===== config.mk =====
export PLATFORM = sky130hd
export DESIGN_NAME = io_predication_top
export DESIGN_NICKNAME = d
export VERILOG_FILES = /design/src/rtl/instr_pkg.sv /design/src/rtl/io_map_pkg.sv /design/src/rtl/datapath_io_predication.sv /design/src/rtl/instr_field_decode.sv /design/src/rtl/instr_replay_buffer.sv /design/src/rtl/io_predication_top.sv /design/src/rtl/mem_io_predication.sv /design/src/rtl/mem_range_check.sv /design/src/rtl/write_addr_split.sv
export SDC_FILE = /design/constraint.sdc
export NUM_CORES = 1
export LEC_CHECK = 0
export ABC_AREA = 1
export ABC_CLOCK_PERIOD_IN_PS = 3500
export BUFFER_PORTS_ARGS = -buffer_cell sky130_fd_sc_hd__buf_4
export CORE_MARGIN = 3
export CORE_UTILIZATION = 35
export DETAILED_ROUTE_END_ITERATION = 10
export PLACE_DENSITY_LB_ADDON = 0.25
export SLEW_MARGIN = 40
export SYNTH_ARGS = -nofsm -noshare
export SYNTH_HDL_FRONTEND = slang
export SYNTH_SLANG_ARGS = --single-unit
export TNS_END_PERCENT = 20

===== constraint.sdc =====
create_clock -name clock -period 3.5 [get_ports clock]
set_input_delay 0.175 -clock clock [delete_from_list [all_inputs] [get_ports clock]]
set_output_delay 0.175 -clock clock [all_outputs]
set_load 0.01 [all_outputs]

===== src/rtl/instr_pkg.sv =====
// Instruction word format; opcode code 3 is reserved and behaves as a nop.
package instr_pkg;

    localparam int INSTR_WIDTH = 36;

    // Field positions inside the instruction word.
    localparam int OP_MSB = 35;
    localparam int OP_LSB = 34;
    localparam int D_MSB  = 33;
    localparam int D_LSB  = 22;
    localparam int A_MSB  = 21;
    localparam int A_LSB  = 11;
    localparam int B_MSB  = 10;
    localparam int B_LSB  = 0;

    typedef enum logic [1:0] {
        op_nop       = 2'd0,  // No read, no write.
        op_alu       = 2'd1,
        op_alu_split = 2'd2,  // Write window of B split with A.
        op_rsvd      = 2'd3
    } op_e;

    typedef enum logic {
        half_lower = 1'b0,
        half_upper = 1'b1
    } half_e;

endpackage


===== src/rtl/io_map_pkg.sv =====
// Fixed address map of data memories A and B. Write addresses from 0x800 up enable nothing.
package io_map_pkg;

    localparam int READ_ADDR_WIDTH  = 11;  // Shared read space.
    localparam int WRITE_ADDR_WIDTH = 12;  // Shared write space.
    localparam int MEM_ADDR_WIDTH   = 10;  // Local address inside one memory.

    // Memory A and B ranges, identical in the read and write spaces.
    localparam logic [WRITE_ADDR_WIDTH-1:0] MEM_A_BASE  = 12'h000;
    localparam logic [WRITE_ADDR_WIDTH-1:0] MEM_A_BOUND = 12'h3FF;
    localparam logic [WRITE_ADDR_WIDTH-1:0] MEM_B_BASE  = 12'h400;
    localparam logic [WRITE_ADDR_WIDTH-1:0] MEM_B_BOUND = 12'h7FF;

    localparam logic [WRITE_ADDR_WIDTH-1:0] SPLIT_BASE      = 12'h600;  // Upper half of B.
    localparam logic [WRITE_ADDR_WIDTH-1:0] SPLIT_OFFSET    = 12'h400;  // Lands in A 0x200-0x3FF.
    localparam logic [WRITE_ADDR_WIDTH-1:0] NULL_WRITE_ADDR = 12'hFFF;  // Outside every memory.

    localparam int PORT_COUNT      = 4;
    localparam int PORT_ADDR_WIDTH = 2;
    localparam logic [MEM_ADDR_WIDTH-1:0] PORT_BASE_ADDR = 10'h3FC;  // Ports 0-3 at the top.

endpackage


===== src/rtl/datapath_io_predication.sv =====
// Combinational on the held entry; A takes the upper half of a split D and B the lower.
`timescale 1ns/10ps

module datapath_io_predication (
    input  logic [io_map_pkg::READ_ADDR_WIDTH-1:0]  read_addr_a,
    input  logic [io_map_pkg::READ_ADDR_WIDTH-1:0]  read_addr_b,
    input  logic [io_map_pkg::WRITE_ADDR_WIDTH-1:0] write_addr_d,
    input  logic                                    reads_on,
    input  logic                                    writes_on,
    input  logic                                    split,
    input  logic                                    held_valid,
    input  logic [io_map_pkg::PORT_COUNT-1:0]       read_ef_a,
    input  logic [io_map_pkg::PORT_COUNT-1:0]       read_ef_b,
    input  logic [io_map_pkg::PORT_COUNT-1:0]       write_ef_a,
    input  logic [io_map_pkg::PORT_COUNT-1:0]       write_ef_b,
    output logic [io_map_pkg::PORT_COUNT-1:0]       io_rden_a,
    output logic [io_map_pkg::PORT_COUNT-1:0]       io_rden_b,
    output logic [io_map_pkg::PORT_COUNT-1:0]       io_wren_a,
    output logic [io_map_pkg::PORT_COUNT-1:0]       io_wren_b,
    output logic                                    read_addr_is_io_a,
    output logic                                    read_addr_is_io_b,
    output logic                                    write_addr_is_io_a,
    output logic                                    write_addr_is_io_b,
    output logic                                    io_ready
);

    import io_map_pkg::*;
    import instr_pkg::*;

    logic [WRITE_ADDR_WIDTH-1:0] write_addr_a;
    logic [WRITE_ADDR_WIDTH-1:0] write_addr_b;
    logic                        read_enable_a;
    logic                        read_enable_b;
    logic                        write_enable_a;
    logic                        write_enable_b;
    logic [MEM_ADDR_WIDTH-1:0]   read_local_a;
    logic [MEM_ADDR_WIDTH-1:0]   read_local_b;
    logic [MEM_ADDR_WIDTH-1:0]   write_local_a;
    logic [MEM_ADDR_WIDTH-1:0]   write_local_b;
    logic                        read_ef_masked_a;
    logic                        read_ef_masked_b;
    logic                        write_ef_masked_a;
    logic                        write_ef_masked_b;

    write_addr_split #(.HALF(half_upper)) split_a_i (
        .split                 (split),
        .write_addr            (write_addr_d),
        .write_addr_translated (write_addr_a)
    );

    write_addr_split #(.HALF(half_lower)) split_b_i (
        .split                 (split),
        .write_addr            (write_addr_d),
        .write_addr_translated (write_addr_b)
    );

    mem_range_check #(.BASE(MEM_A_BASE), .BOUND(MEM_A_BOUND)) range_a_i (
        .read_addr    (read_addr_a),
        .write_addr   (write_addr_a),
        .reads_on     (reads_on),
        .writes_on    (writes_on),
        .read_enable  (read_enable_a),
        .write_enable (write_enable_a)
    );

    mem_range_check #(.BASE(MEM_B_BASE), .BOUND(MEM_B_BOUND)) range_b_i (
        .read_addr    (read_addr_b),
        .write_addr   (write_addr_b),
        .reads_on     (reads_on),
        .writes_on    (writes_on),
        .read_enable  (read_enable_b),
        .write_enable (write_enable_b)
    );

    // Local addresses inside each memory.
    assign read_local_a  = MEM_ADDR_WIDTH'(WRITE_ADDR_WIDTH'(read_addr_a) - MEM_A_BASE);
    assign read_local_b  = MEM_ADDR_WIDTH'(WRITE_ADDR_WIDTH'(read_addr_b) - MEM_B_BASE);
    assign write_local_a = MEM_ADDR_WIDTH'(write_addr_a - MEM_A_BASE);
    assign write_local_b = MEM_ADDR_WIDTH'(write_addr_b - MEM_B_BASE);

    mem_io_predication io_a_i (
        .read_enable      (read_enable_a),
        .write_enable     (write_enable_a),
        .read_addr        (read_local_a),
        .write_addr       (write_local_a),
        .read_ef          (read_ef_a),
        .write_ef         (write_ef_a),
        .held_valid       (held_valid),
        .io_ready         (io_ready),
        .read_ef_masked   (read_ef_masked_a),
        .write_ef_masked  (write_ef_masked_a),
        .read_addr_is_io  (read_addr_is_io_a),
        .write_addr_is_io (write_addr_is_io_a),
        .io_rden          (io_rden_a),
        .io_wren          (io_wren_a)
    );

    mem_io_predication io_b_i (
        .read_enable      (read_enable_b),
        .write_enable     (write_enable_b),
        .read_addr        (read_local_b),
        .write_addr       (write_local_b),
        .read_ef          (read_ef_b),
        .write_ef         (write_ef_b),
        .held_valid       (held_valid),
        .io_ready         (io_ready),
        .read_ef_masked   (read_ef_masked_b),
        .write_ef_masked  (write_ef_masked_b),
        .read_addr_is_io  (read_addr_is_io_b),
        .write_addr_is_io (write_addr_is_io_b),
        .io_rden          (io_rden_b),
        .io_wren          (io_wren_b)
    );

    // Every port the instruction touches must be ready.
    assign io_ready = read_ef_masked_a & write_ef_masked_a & read_ef_masked_b & write_ef_masked_b;

endmodule


===== src/rtl/instr_field_decode.sv =====
// Purely combinational; fields are passed through unchanged and only the enables depend on opcode.
`timescale 1ns/10ps

module instr_field_decode (
    input  logic [instr_pkg::INSTR_WIDTH-1:0]       instr_in,
    output logic [io_map_pkg::READ_ADDR_WIDTH-1:0]  read_addr_a,
    output logic [io_map_pkg::READ_ADDR_WIDTH-1:0]  read_addr_b,
    output logic [io_map_pkg::WRITE_ADDR_WIDTH-1:0] write_addr_d,
    output logic                                    reads_on,
    output logic                                    writes_on,
    output logic                                    split
);

    import instr_pkg::*;

    op_e opcode;

    assign opcode       = op_e'(instr_in[OP_MSB:OP_LSB]);
    assign write_addr_d = instr_in[D_MSB:D_LSB];
    assign read_addr_a  = instr_in[A_MSB:A_LSB];
    assign read_addr_b  = instr_in[B_MSB:B_LSB];

    always_comb begin
        reads_on  = 1'b0;
        writes_on = 1'b0;
        split     = 1'b0;
        case (opcode)
            op_alu: begin
                reads_on  = 1'b1;
                writes_on = 1'b1;
            end
            op_alu_split: begin
                reads_on  = 1'b1;
                writes_on = 1'b1;
                split     = 1'b1;  // Only opcode that redirects B's upper half.
            end
            op_nop, op_rsvd: begin
                reads_on  = 1'b0;
                writes_on = 1'b0;
            end
        endcase
    end

endmodule


===== src/rtl/instr_replay_buffer.sv =====
// One-entry buffer; the source must hold instr_in and instr_valid steady while stall is high.
`timescale 1ns/10ps

module instr_replay_buffer (
    input  logic                                    clock,
    input  logic                                    rst_n,
    input  logic                                    instr_valid,
    input  logic [io_map_pkg::READ_ADDR_WIDTH-1:0]  read_addr_a,
    input  logic [io_map_pkg::READ_ADDR_WIDTH-1:0]  read_addr_b,
    input  logic [io_map_pkg::WRITE_ADDR_WIDTH-1:0] write_addr_d,
    input  logic                                    reads_on,
    input  logic                                    writes_on,
    input  logic                                    split,
    input  logic                                    io_ready,
    output logic [io_map_pkg::READ_ADDR_WIDTH-1:0]  held_read_addr_a,
    output logic [io_map_pkg::READ_ADDR_WIDTH-1:0]  held_read_addr_b,
    output logic [io_map_pkg::WRITE_ADDR_WIDTH-1:0] held_write_addr_d,
    output logic                                    held_reads_on,
    output logic                                    held_writes_on,
    output logic                                    held_split,
    output logic                                    held_valid,
    output logic                                    stall,
    output logic                                    issue
);

    logic load;

    assign stall = held_valid & ~io_ready;  // Replay the entry next cycle.
    assign issue = held_valid & io_ready;
    assign load  = instr_valid & ~stall;

    // Empty or issuing, so take whatever the source offers.
    always_ff @(posedge clock or negedge rst_n) begin
        if (!rst_n) begin
            held_valid     <= 1'b0;
            held_reads_on  <= 1'b0;
            held_writes_on <= 1'b0;
        end else if (!stall) begin
            held_valid     <= instr_valid;
            held_reads_on  <= instr_valid & reads_on;   // Low while empty.
            held_writes_on <= instr_valid & writes_on;
        end
    end

    always_ff @(posedge clock) begin
        if (load) begin
            held_read_addr_a  <= read_addr_a;
            held_read_addr_b  <= read_addr_b;
            held_write_addr_d <= write_addr_d;
            held_split        <= split;
        end
    end

endmodule


===== src/rtl/io_predication_top.sv =====
// Plain stall level and issue pulse with no handshake; the source holds its word while stalled.
`timescale 1ns/10ps

module io_predication_top (
    input  logic                                clock,
    input  logic                                rst_n,
    input  logic [instr_pkg::INSTR_WIDTH-1:0]   instr_in,
    input  logic                                instr_valid,
    input  logic [io_map_pkg::PORT_COUNT-1:0]   read_ef_a,
    input  logic [io_map_pkg::PORT_COUNT-1:0]   read_ef_b,
    input  logic [io_map_pkg::PORT_COUNT-1:0]   write_ef_a,
    input  logic [io_map_pkg::PORT_COUNT-1:0]   write_ef_b,
    output logic                                stall,
    output logic                                issue,
    output logic                                io_ready,
    output logic [io_map_pkg::PORT_COUNT-1:0]   io_rden_a,
    output logic [io_map_pkg::PORT_COUNT-1:0]   io_rden_b,
    output logic [io_map_pkg::PORT_COUNT-1:0]   io_wren_a,
    output logic [io_map_pkg::PORT_COUNT-1:0]   io_wren_b,
    output logic                                read_addr_is_io_a,
    output logic                                read_addr_is_io_b,
    output logic                                write_addr_is_io_a,
    output logic                                write_addr_is_io_b
);

    import io_map_pkg::*;

    logic [READ_ADDR_WIDTH-1:0]  read_addr_a;
    logic [READ_ADDR_WIDTH-1:0]  read_addr_b;
    logic [WRITE_ADDR_WIDTH-1:0] write_addr_d;
    logic                        reads_on;
    logic                        writes_on;
    logic                        split;
    logic [READ_ADDR_WIDTH-1:0]  held_read_addr_a;
    logic [READ_ADDR_WIDTH-1:0]  held_read_addr_b;
    logic [WRITE_ADDR_WIDTH-1:0] held_write_addr_d;
    logic                        held_reads_on;
    logic                        held_writes_on;
    logic                        held_split;
    logic                        held_valid;

    instr_field_decode decode_i (
        .instr_in     (instr_in),
        .read_addr_a  (read_addr_a),
        .read_addr_b  (read_addr_b),
        .write_addr_d (write_addr_d),
        .reads_on     (reads_on),
        .writes_on    (writes_on),
        .split        (split)
    );

    instr_replay_buffer buffer_i (
        .clock             (clock),
        .rst_n             (rst_n),
        .instr_valid       (instr_valid),
        .read_addr_a       (read_addr_a),
        .read_addr_b       (read_addr_b),
        .write_addr_d      (write_addr_d),
        .reads_on          (reads_on),
        .writes_on         (writes_on),
        .split             (split),
        .io_ready          (io_ready),
        .held_read_addr_a  (held_read_addr_a),
        .held_read_addr_b  (held_read_addr_b),
        .held_write_addr_d (held_write_addr_d),
        .held_reads_on     (held_reads_on),
        .held_writes_on    (held_writes_on),
        .held_split        (held_split),
        .held_valid        (held_valid),
        .stall             (stall),
        .issue             (issue)
    );

    datapath_io_predication predication_i (
        .read_addr_a        (held_read_addr_a),
        .read_addr_b        (held_read_addr_b),
        .write_addr_d       (held_write_addr_d),
        .reads_on           (held_reads_on),
        .writes_on          (held_writes_on),
        .split              (held_split),
        .held_valid         (held_valid),
        .read_ef_a          (read_ef_a),
        .read_ef_b          (read_ef_b),
        .write_ef_a         (write_ef_a),
        .write_ef_b         (write_ef_b),
        .io_rden_a          (io_rden_a),
        .io_rden_b          (io_rden_b),
        .io_wren_a          (io_wren_a),
        .io_wren_b          (io_wren_b),
        .read_addr_is_io_a  (read_addr_is_io_a),
        .read_addr_is_io_b  (read_addr_is_io_b),
        .write_addr_is_io_a (write_addr_is_io_a),
        .write_addr_is_io_b (write_addr_is_io_b),
        .io_ready           (io_ready)
    );

endmodule


===== src/rtl/mem_io_predication.sv =====
// I/O port logic of one memory; read_ef means data present and write_ef means space free.
`timescale 1ns/10ps

module mem_io_predication (
    input  logic                                  read_enable,
    input  logic                                  write_enable,
    input  logic [io_map_pkg::MEM_ADDR_WIDTH-1:0] read_addr,
    input  logic [io_map_pkg::MEM_ADDR_WIDTH-1:0] write_addr,
    input  logic [io_map_pkg::PORT_COUNT-1:0]     read_ef,
    input  logic [io_map_pkg::PORT_COUNT-1:0]     write_ef,
    input  logic                                  held_valid,
    input  logic                                  io_ready,
    output logic                                  read_ef_masked,
    output logic                                  write_ef_masked,
    output logic                                  read_addr_is_io,
    output logic                                  write_addr_is_io,
    output logic [io_map_pkg::PORT_COUNT-1:0]     io_rden,
    output logic [io_map_pkg::PORT_COUNT-1:0]     io_wren
);

    import io_map_pkg::*;

    logic [PORT_ADDR_WIDTH-1:0] read_port;
    logic [PORT_ADDR_WIDTH-1:0] write_port;
    logic                       fire;

    assign read_port  = read_addr[PORT_ADDR_WIDTH-1:0];
    assign write_port = write_addr[PORT_ADDR_WIDTH-1:0];

    assign read_addr_is_io  = read_enable && (read_addr >= PORT_BASE_ADDR);
    assign write_addr_is_io = write_enable && (write_addr >= PORT_BASE_ADDR);

    // Non-I/O accesses never hold up the instruction.
    assign read_ef_masked  = read_addr_is_io ? read_ef[read_port] : 1'b1;
    assign write_ef_masked = write_addr_is_io ? write_ef[write_port] : 1'b1;

    assign fire = held_valid & io_ready;  // Same cycle as issue.

    assign io_rden = (read_addr_is_io && fire) ? PORT_COUNT'(1) << read_port : '0;
    assign io_wren = (write_addr_is_io && fire) ? PORT_COUNT'(1) << write_port : '0;

endmodule


===== src/rtl/mem_range_check.sv =====
// Read and write enables of one memory; BASE and BOUND apply to both address spaces.
`timescale 1ns/10ps

module mem_range_check #(
    parameter logic [io_map_pkg::WRITE_ADDR_WIDTH-1:0] BASE  = '0,
    parameter logic [io_map_pkg::WRITE_ADDR_WIDTH-1:0] BOUND = '0
) (
    input  logic [io_map_pkg::READ_ADDR_WIDTH-1:0]  read_addr,
    input  logic [io_map_pkg::WRITE_ADDR_WIDTH-1:0] write_addr,
    input  logic                                    reads_on,
    input  logic                                    writes_on,
    output logic                                    read_enable,
    output logic                                    write_enable
);

    import io_map_pkg::*;

    logic [WRITE_ADDR_WIDTH-1:0] read_addr_ext;

    assign read_addr_ext = WRITE_ADDR_WIDTH'(read_addr);  // Compare at write width.

    assign read_enable  = reads_on && (read_addr_ext >= BASE) && (read_addr_ext <= BOUND);
    assign write_enable = writes_on && (write_addr >= BASE) && (write_addr <= BOUND);

endmodule


===== src/rtl/write_addr_split.sv =====
// In split mode the upper instance remaps D 0x600-0x7FF into A and the lower one masks it out.
`timescale 1ns/10ps

module write_addr_split #(
    parameter instr_pkg::half_e HALF = instr_pkg::half_upper
) (
    input  logic                                    split,
    input  logic [io_map_pkg::WRITE_ADDR_WIDTH-1:0] write_addr,
    output logic [io_map_pkg::WRITE_ADDR_WIDTH-1:0] write_addr_translated
);

    import io_map_pkg::*;
    import instr_pkg::*;

    logic in_split_window;

    assign in_split_window = (write_addr >= SPLIT_BASE) && (write_addr <= MEM_B_BOUND);

    always_comb begin
        write_addr_translated = write_addr;
        if (split && in_split_window) begin
            if (HALF == half_upper) begin
                write_addr_translated = write_addr - SPLIT_OFFSET;  // Into A 0x200-0x3FF.
            end else begin
                write_addr_translated = NULL_WRITE_ADDR;  // No memory claims it.
            end
        end
    end

endmodule


==> run_results.csv <==
group,metric,value,unit
timing,relSlewSlack,0.673,
routing,routed_wl,3580,um
clocking,clk_pin_slew,70,ps
logic_synthesis,synthTopCellsByCount,"edfxtp_1, nand2_1, nor2_1, inv_1, nand3_1",
critical_path,required,3490,ps
place,dp_hpwl,2980,um
routing,drtIter0Drc,17,
logic_synthesis,syn_inst,167,
critical_path,path_cells,"inv_1 -> ha_1 -> nand2_1 -> a21oi_4 -> nand2_4 -> ha_1 -> nor3_1 -> nand3_1 -> nand2_1 -> inv_2 -> nand2_4 -> a21oi_4 -> buf_12",
logic_synthesis,synth_cell_types,25,
outcome,status,"complete, no violations",
routing,ant_nets,0,
logic_synthesis,synth_area_leaders,"edfxtp_1, nand2_1, nor2_1, inv_1, nand3_1",
logic_synthesis,synth_most_common_cell,"edfxtp_1",
power_and_ir_drop,p_clk_frac,0.299,
clocking,numCtsBuffers,5,
power_and_ir_drop,p_per_area,362,nW/um2
critical_path,cpMaxStageDelayCell,"a21oi_4",
logic_synthesis,async_flop_share,0.0541,
global_route,grt_overflow,0,
timing,setup_viol,0,
logic_synthesis,synthFlopType,"edfxtp_1",
timing,worst_slack,796,ps
floorplanning,die_y,77.2,um
power_and_ir_drop,ir_drop,0.260,mV
critical_path,crit_type,"reg -> reg",
finish,area_growth,44.5,%
critical_path,cpPeakStageDelay,420,ps
critical_path,cp.arrival,2690,ps
clocking,cts_tree,"done",
timing,layout_min_cycle_time,2700,ps
critical_path,path_buf_inv,3,
place,gp_congestion,0.846,
routing,drtPass1Iterations,4,
routing,routedWlPerCell,11.2,um
job,max_cap_viol_count,0,
finish,fillCellCount,450,
global_route,grt_pass1_vias,1364,
logic_synthesis,synth_area_leader_cell,"edfxtp_1",
finish,antenna_cells,0,
floorplanning,io_pins,78,
routing,via_count,1388,
global_route,antenna_found_initial,0,
critical_path,crit_path_end_kind,"register",
clocking,clkLatencyLatePin,280,ps
logic_synthesis,synth_edf_count,35,
power_and_ir_drop,switching_share,0.224,
place,io_buffers,77,
timing,skew,6.80,ps
routing,drcViolationCount,0,
global_route,grt_pass1_wl,6000,um
floorplanning,start_util,0.369,
power_and_ir_drop,seqPwrFrac,0.581,
power_and_ir_drop,total_power,0.929,mW
finish,drive_gt1_frac,0.425,
clocking,cts_root_buf,"clkbuf_8",
power_and_ir_drop,p_sw,0.208,mW
logic_synthesis,synth_nets,225,
global_route,grt_max_degree,23,
critical_path,cp_max_fo,22,
logic_synthesis,synth_area_per_cell,10.6,um2
logic_synthesis,yosysSeqAreaShare,0.620,
clocking,clk_path_buf_depth,2,
logic_synthesis,synth.cell_area,1780,um2
logic_synthesis,yosys_warnings,0,
routing,vias_per_cell,4.32,
min_path,hold_class,"in -> reg",
timing,post-route-period-util,0.773,
global_route,grt.total_usage,0.129,
timing,rsz0062_at_grt,"no",
logic_synthesis,synth_top_cell_area_share,0.592,
power_and_ir_drop,p_leak,1.23,nW
finish,nets,311,
finish,seq_area,1100,um2
critical_path,critPathTopFamily,"compound AO/OA/AOI/OAI gates",
place,dp_slack,783,ps
timing,fin_setup_tns,0,ps
floorplanning,die_w,77.2,um
timing,worst_pin_slew,490,ps
logic_synthesis,synth-seq-cells,37,
timing,fmax,370,MHz
critical_path,critical_path.startpoint_type,"register",
finish,multi_input_area,587,um2
floorplanning,fp-row-count,25,
clocking,cts_resized,0,
floorplanning,die_area,5960,um2
timing,final_max_slew_viol_count,0,
floorplanning,core,4820,um2
timing,hold_viol,0,
power_and_ir_drop,power_frac_comb,0.120,
clocking,numClockSinks,37,
power_and_ir_drop,p_int,0.721,mW
clocking,h-tree-depth,2,
cells by family (layout without fill, tap and decap cells):
kind of cell / Yosys count / after routing / synth area share
AOI/OAI and AO/OA: 7 / 7 / 0.0352
and+or+nand+nor: 94 / 94 / 0.268
buffers and inverters: 26 / 113 / 0.0557
DFF: 37 / 37 / 0.620
adders and majority gates: 3 / 3 / 0.0211
per-layer routing:
layer,wire (um),global-route usage,vias to the layer above
li1,-,-,730
met1,1480,0.149,601
met2,1770,0.218,51
met3,266,0.0458,6
met4,70,0.0534,0
met5,0,0,-
sequential cells by signal (all words and copies together), names as in the netlist:
register                    cells
buffer_i.held_write_addr_d     12
buffer_i.held_writes_on         1
buffer_i.held_valid             1
buffer_i.held_read_addr_b      11
buffer_i.held_split             1
buffer_i.held_read_addr_a      11
area by class of cell:
type,instances,share of cell area
clock buffers,5,0.0268
clock inverters,3,0.00683
inverters,26,0.0385
multi-input cells,104,0.229
flip-flops and latches,37,0.429
well taps,67,0.0327
repair buffers,79,0.237
cell usage in the layout (no fill, tap or decap), drive strengths merged:
cell,instances
buf,78
nand2,38
edfxtp,35
nor2,31
inv,25
nand3,14
nand4,9
clkbuf,5
clkinv,4
ha,3
a21oi,3
dfrtp,2
o21ai,2
nor3b,1
nor3,1
a21boi,1
a211oi,1
dlygate4sd3,1
power by group through the flow:
stage	combinational [mW]	clock (mW)	sequential (mW)
after detailed placement	0.112	0	0.550
after global routing	0.127	0.316	0.544
after global placement	0.112	0	0.549
after floorplan	0.0510	0	0.546
final	0.112	0.277	0.540
after CTS	0.114	0.290	0.540
what timing repair did:
item                       in CTS  in global routing
setup buffers                   0                  0
setup endpoints to repair       0                  0
hold buffers                    1                  0
hold endpoints to repair        2                  0
path summary, 6_finish.rpt:
path,endpoint,slack (ps),depth (start not counted),startpoint
setup / recovery,buffer_i.held_read_addr_b[9]$_DFFE_PP_,800,13,buffer_i.held_write_addr_d[11]$_DFFE_PP_
hold / removal,buffer_i.held_write_addr_d[6]$_DFFE_PP_,60,1,instr_in[28]
setup reg to reg,buffer_i.held_read_addr_b[9]$_DFFE_PP_,800,13,buffer_i.held_write_addr_d[11]$_DFFE_PP_
hold reg to reg,buffer_i.held_valid$_DFFE_PN0N_,740,2,buffer_i.held_valid$_DFFE_PN0N_
max in group asynchronous,buffer_i.held_valid$_DFFE_PN0N_,3200,2,rst_n
min in group asynchronous,buffer_i.held_writes_on$_DFFE_PN0N_,220,2,rst_n
stage by stage:
step                      std cells  instance area [um2]   util  hold WS [ps]
after floorplan                 167                 1780      -          -121
after global placement          312                 2470  0.512         -40.9
after detailed placement        312                 2470  0.512         -40.5
after CTS                       321                 2560  0.532          52.6
after global routing            321                 2560  0.532          37.7
final                           321                 2560  0.532          62.4
Power figures use the tool's default switching activity.
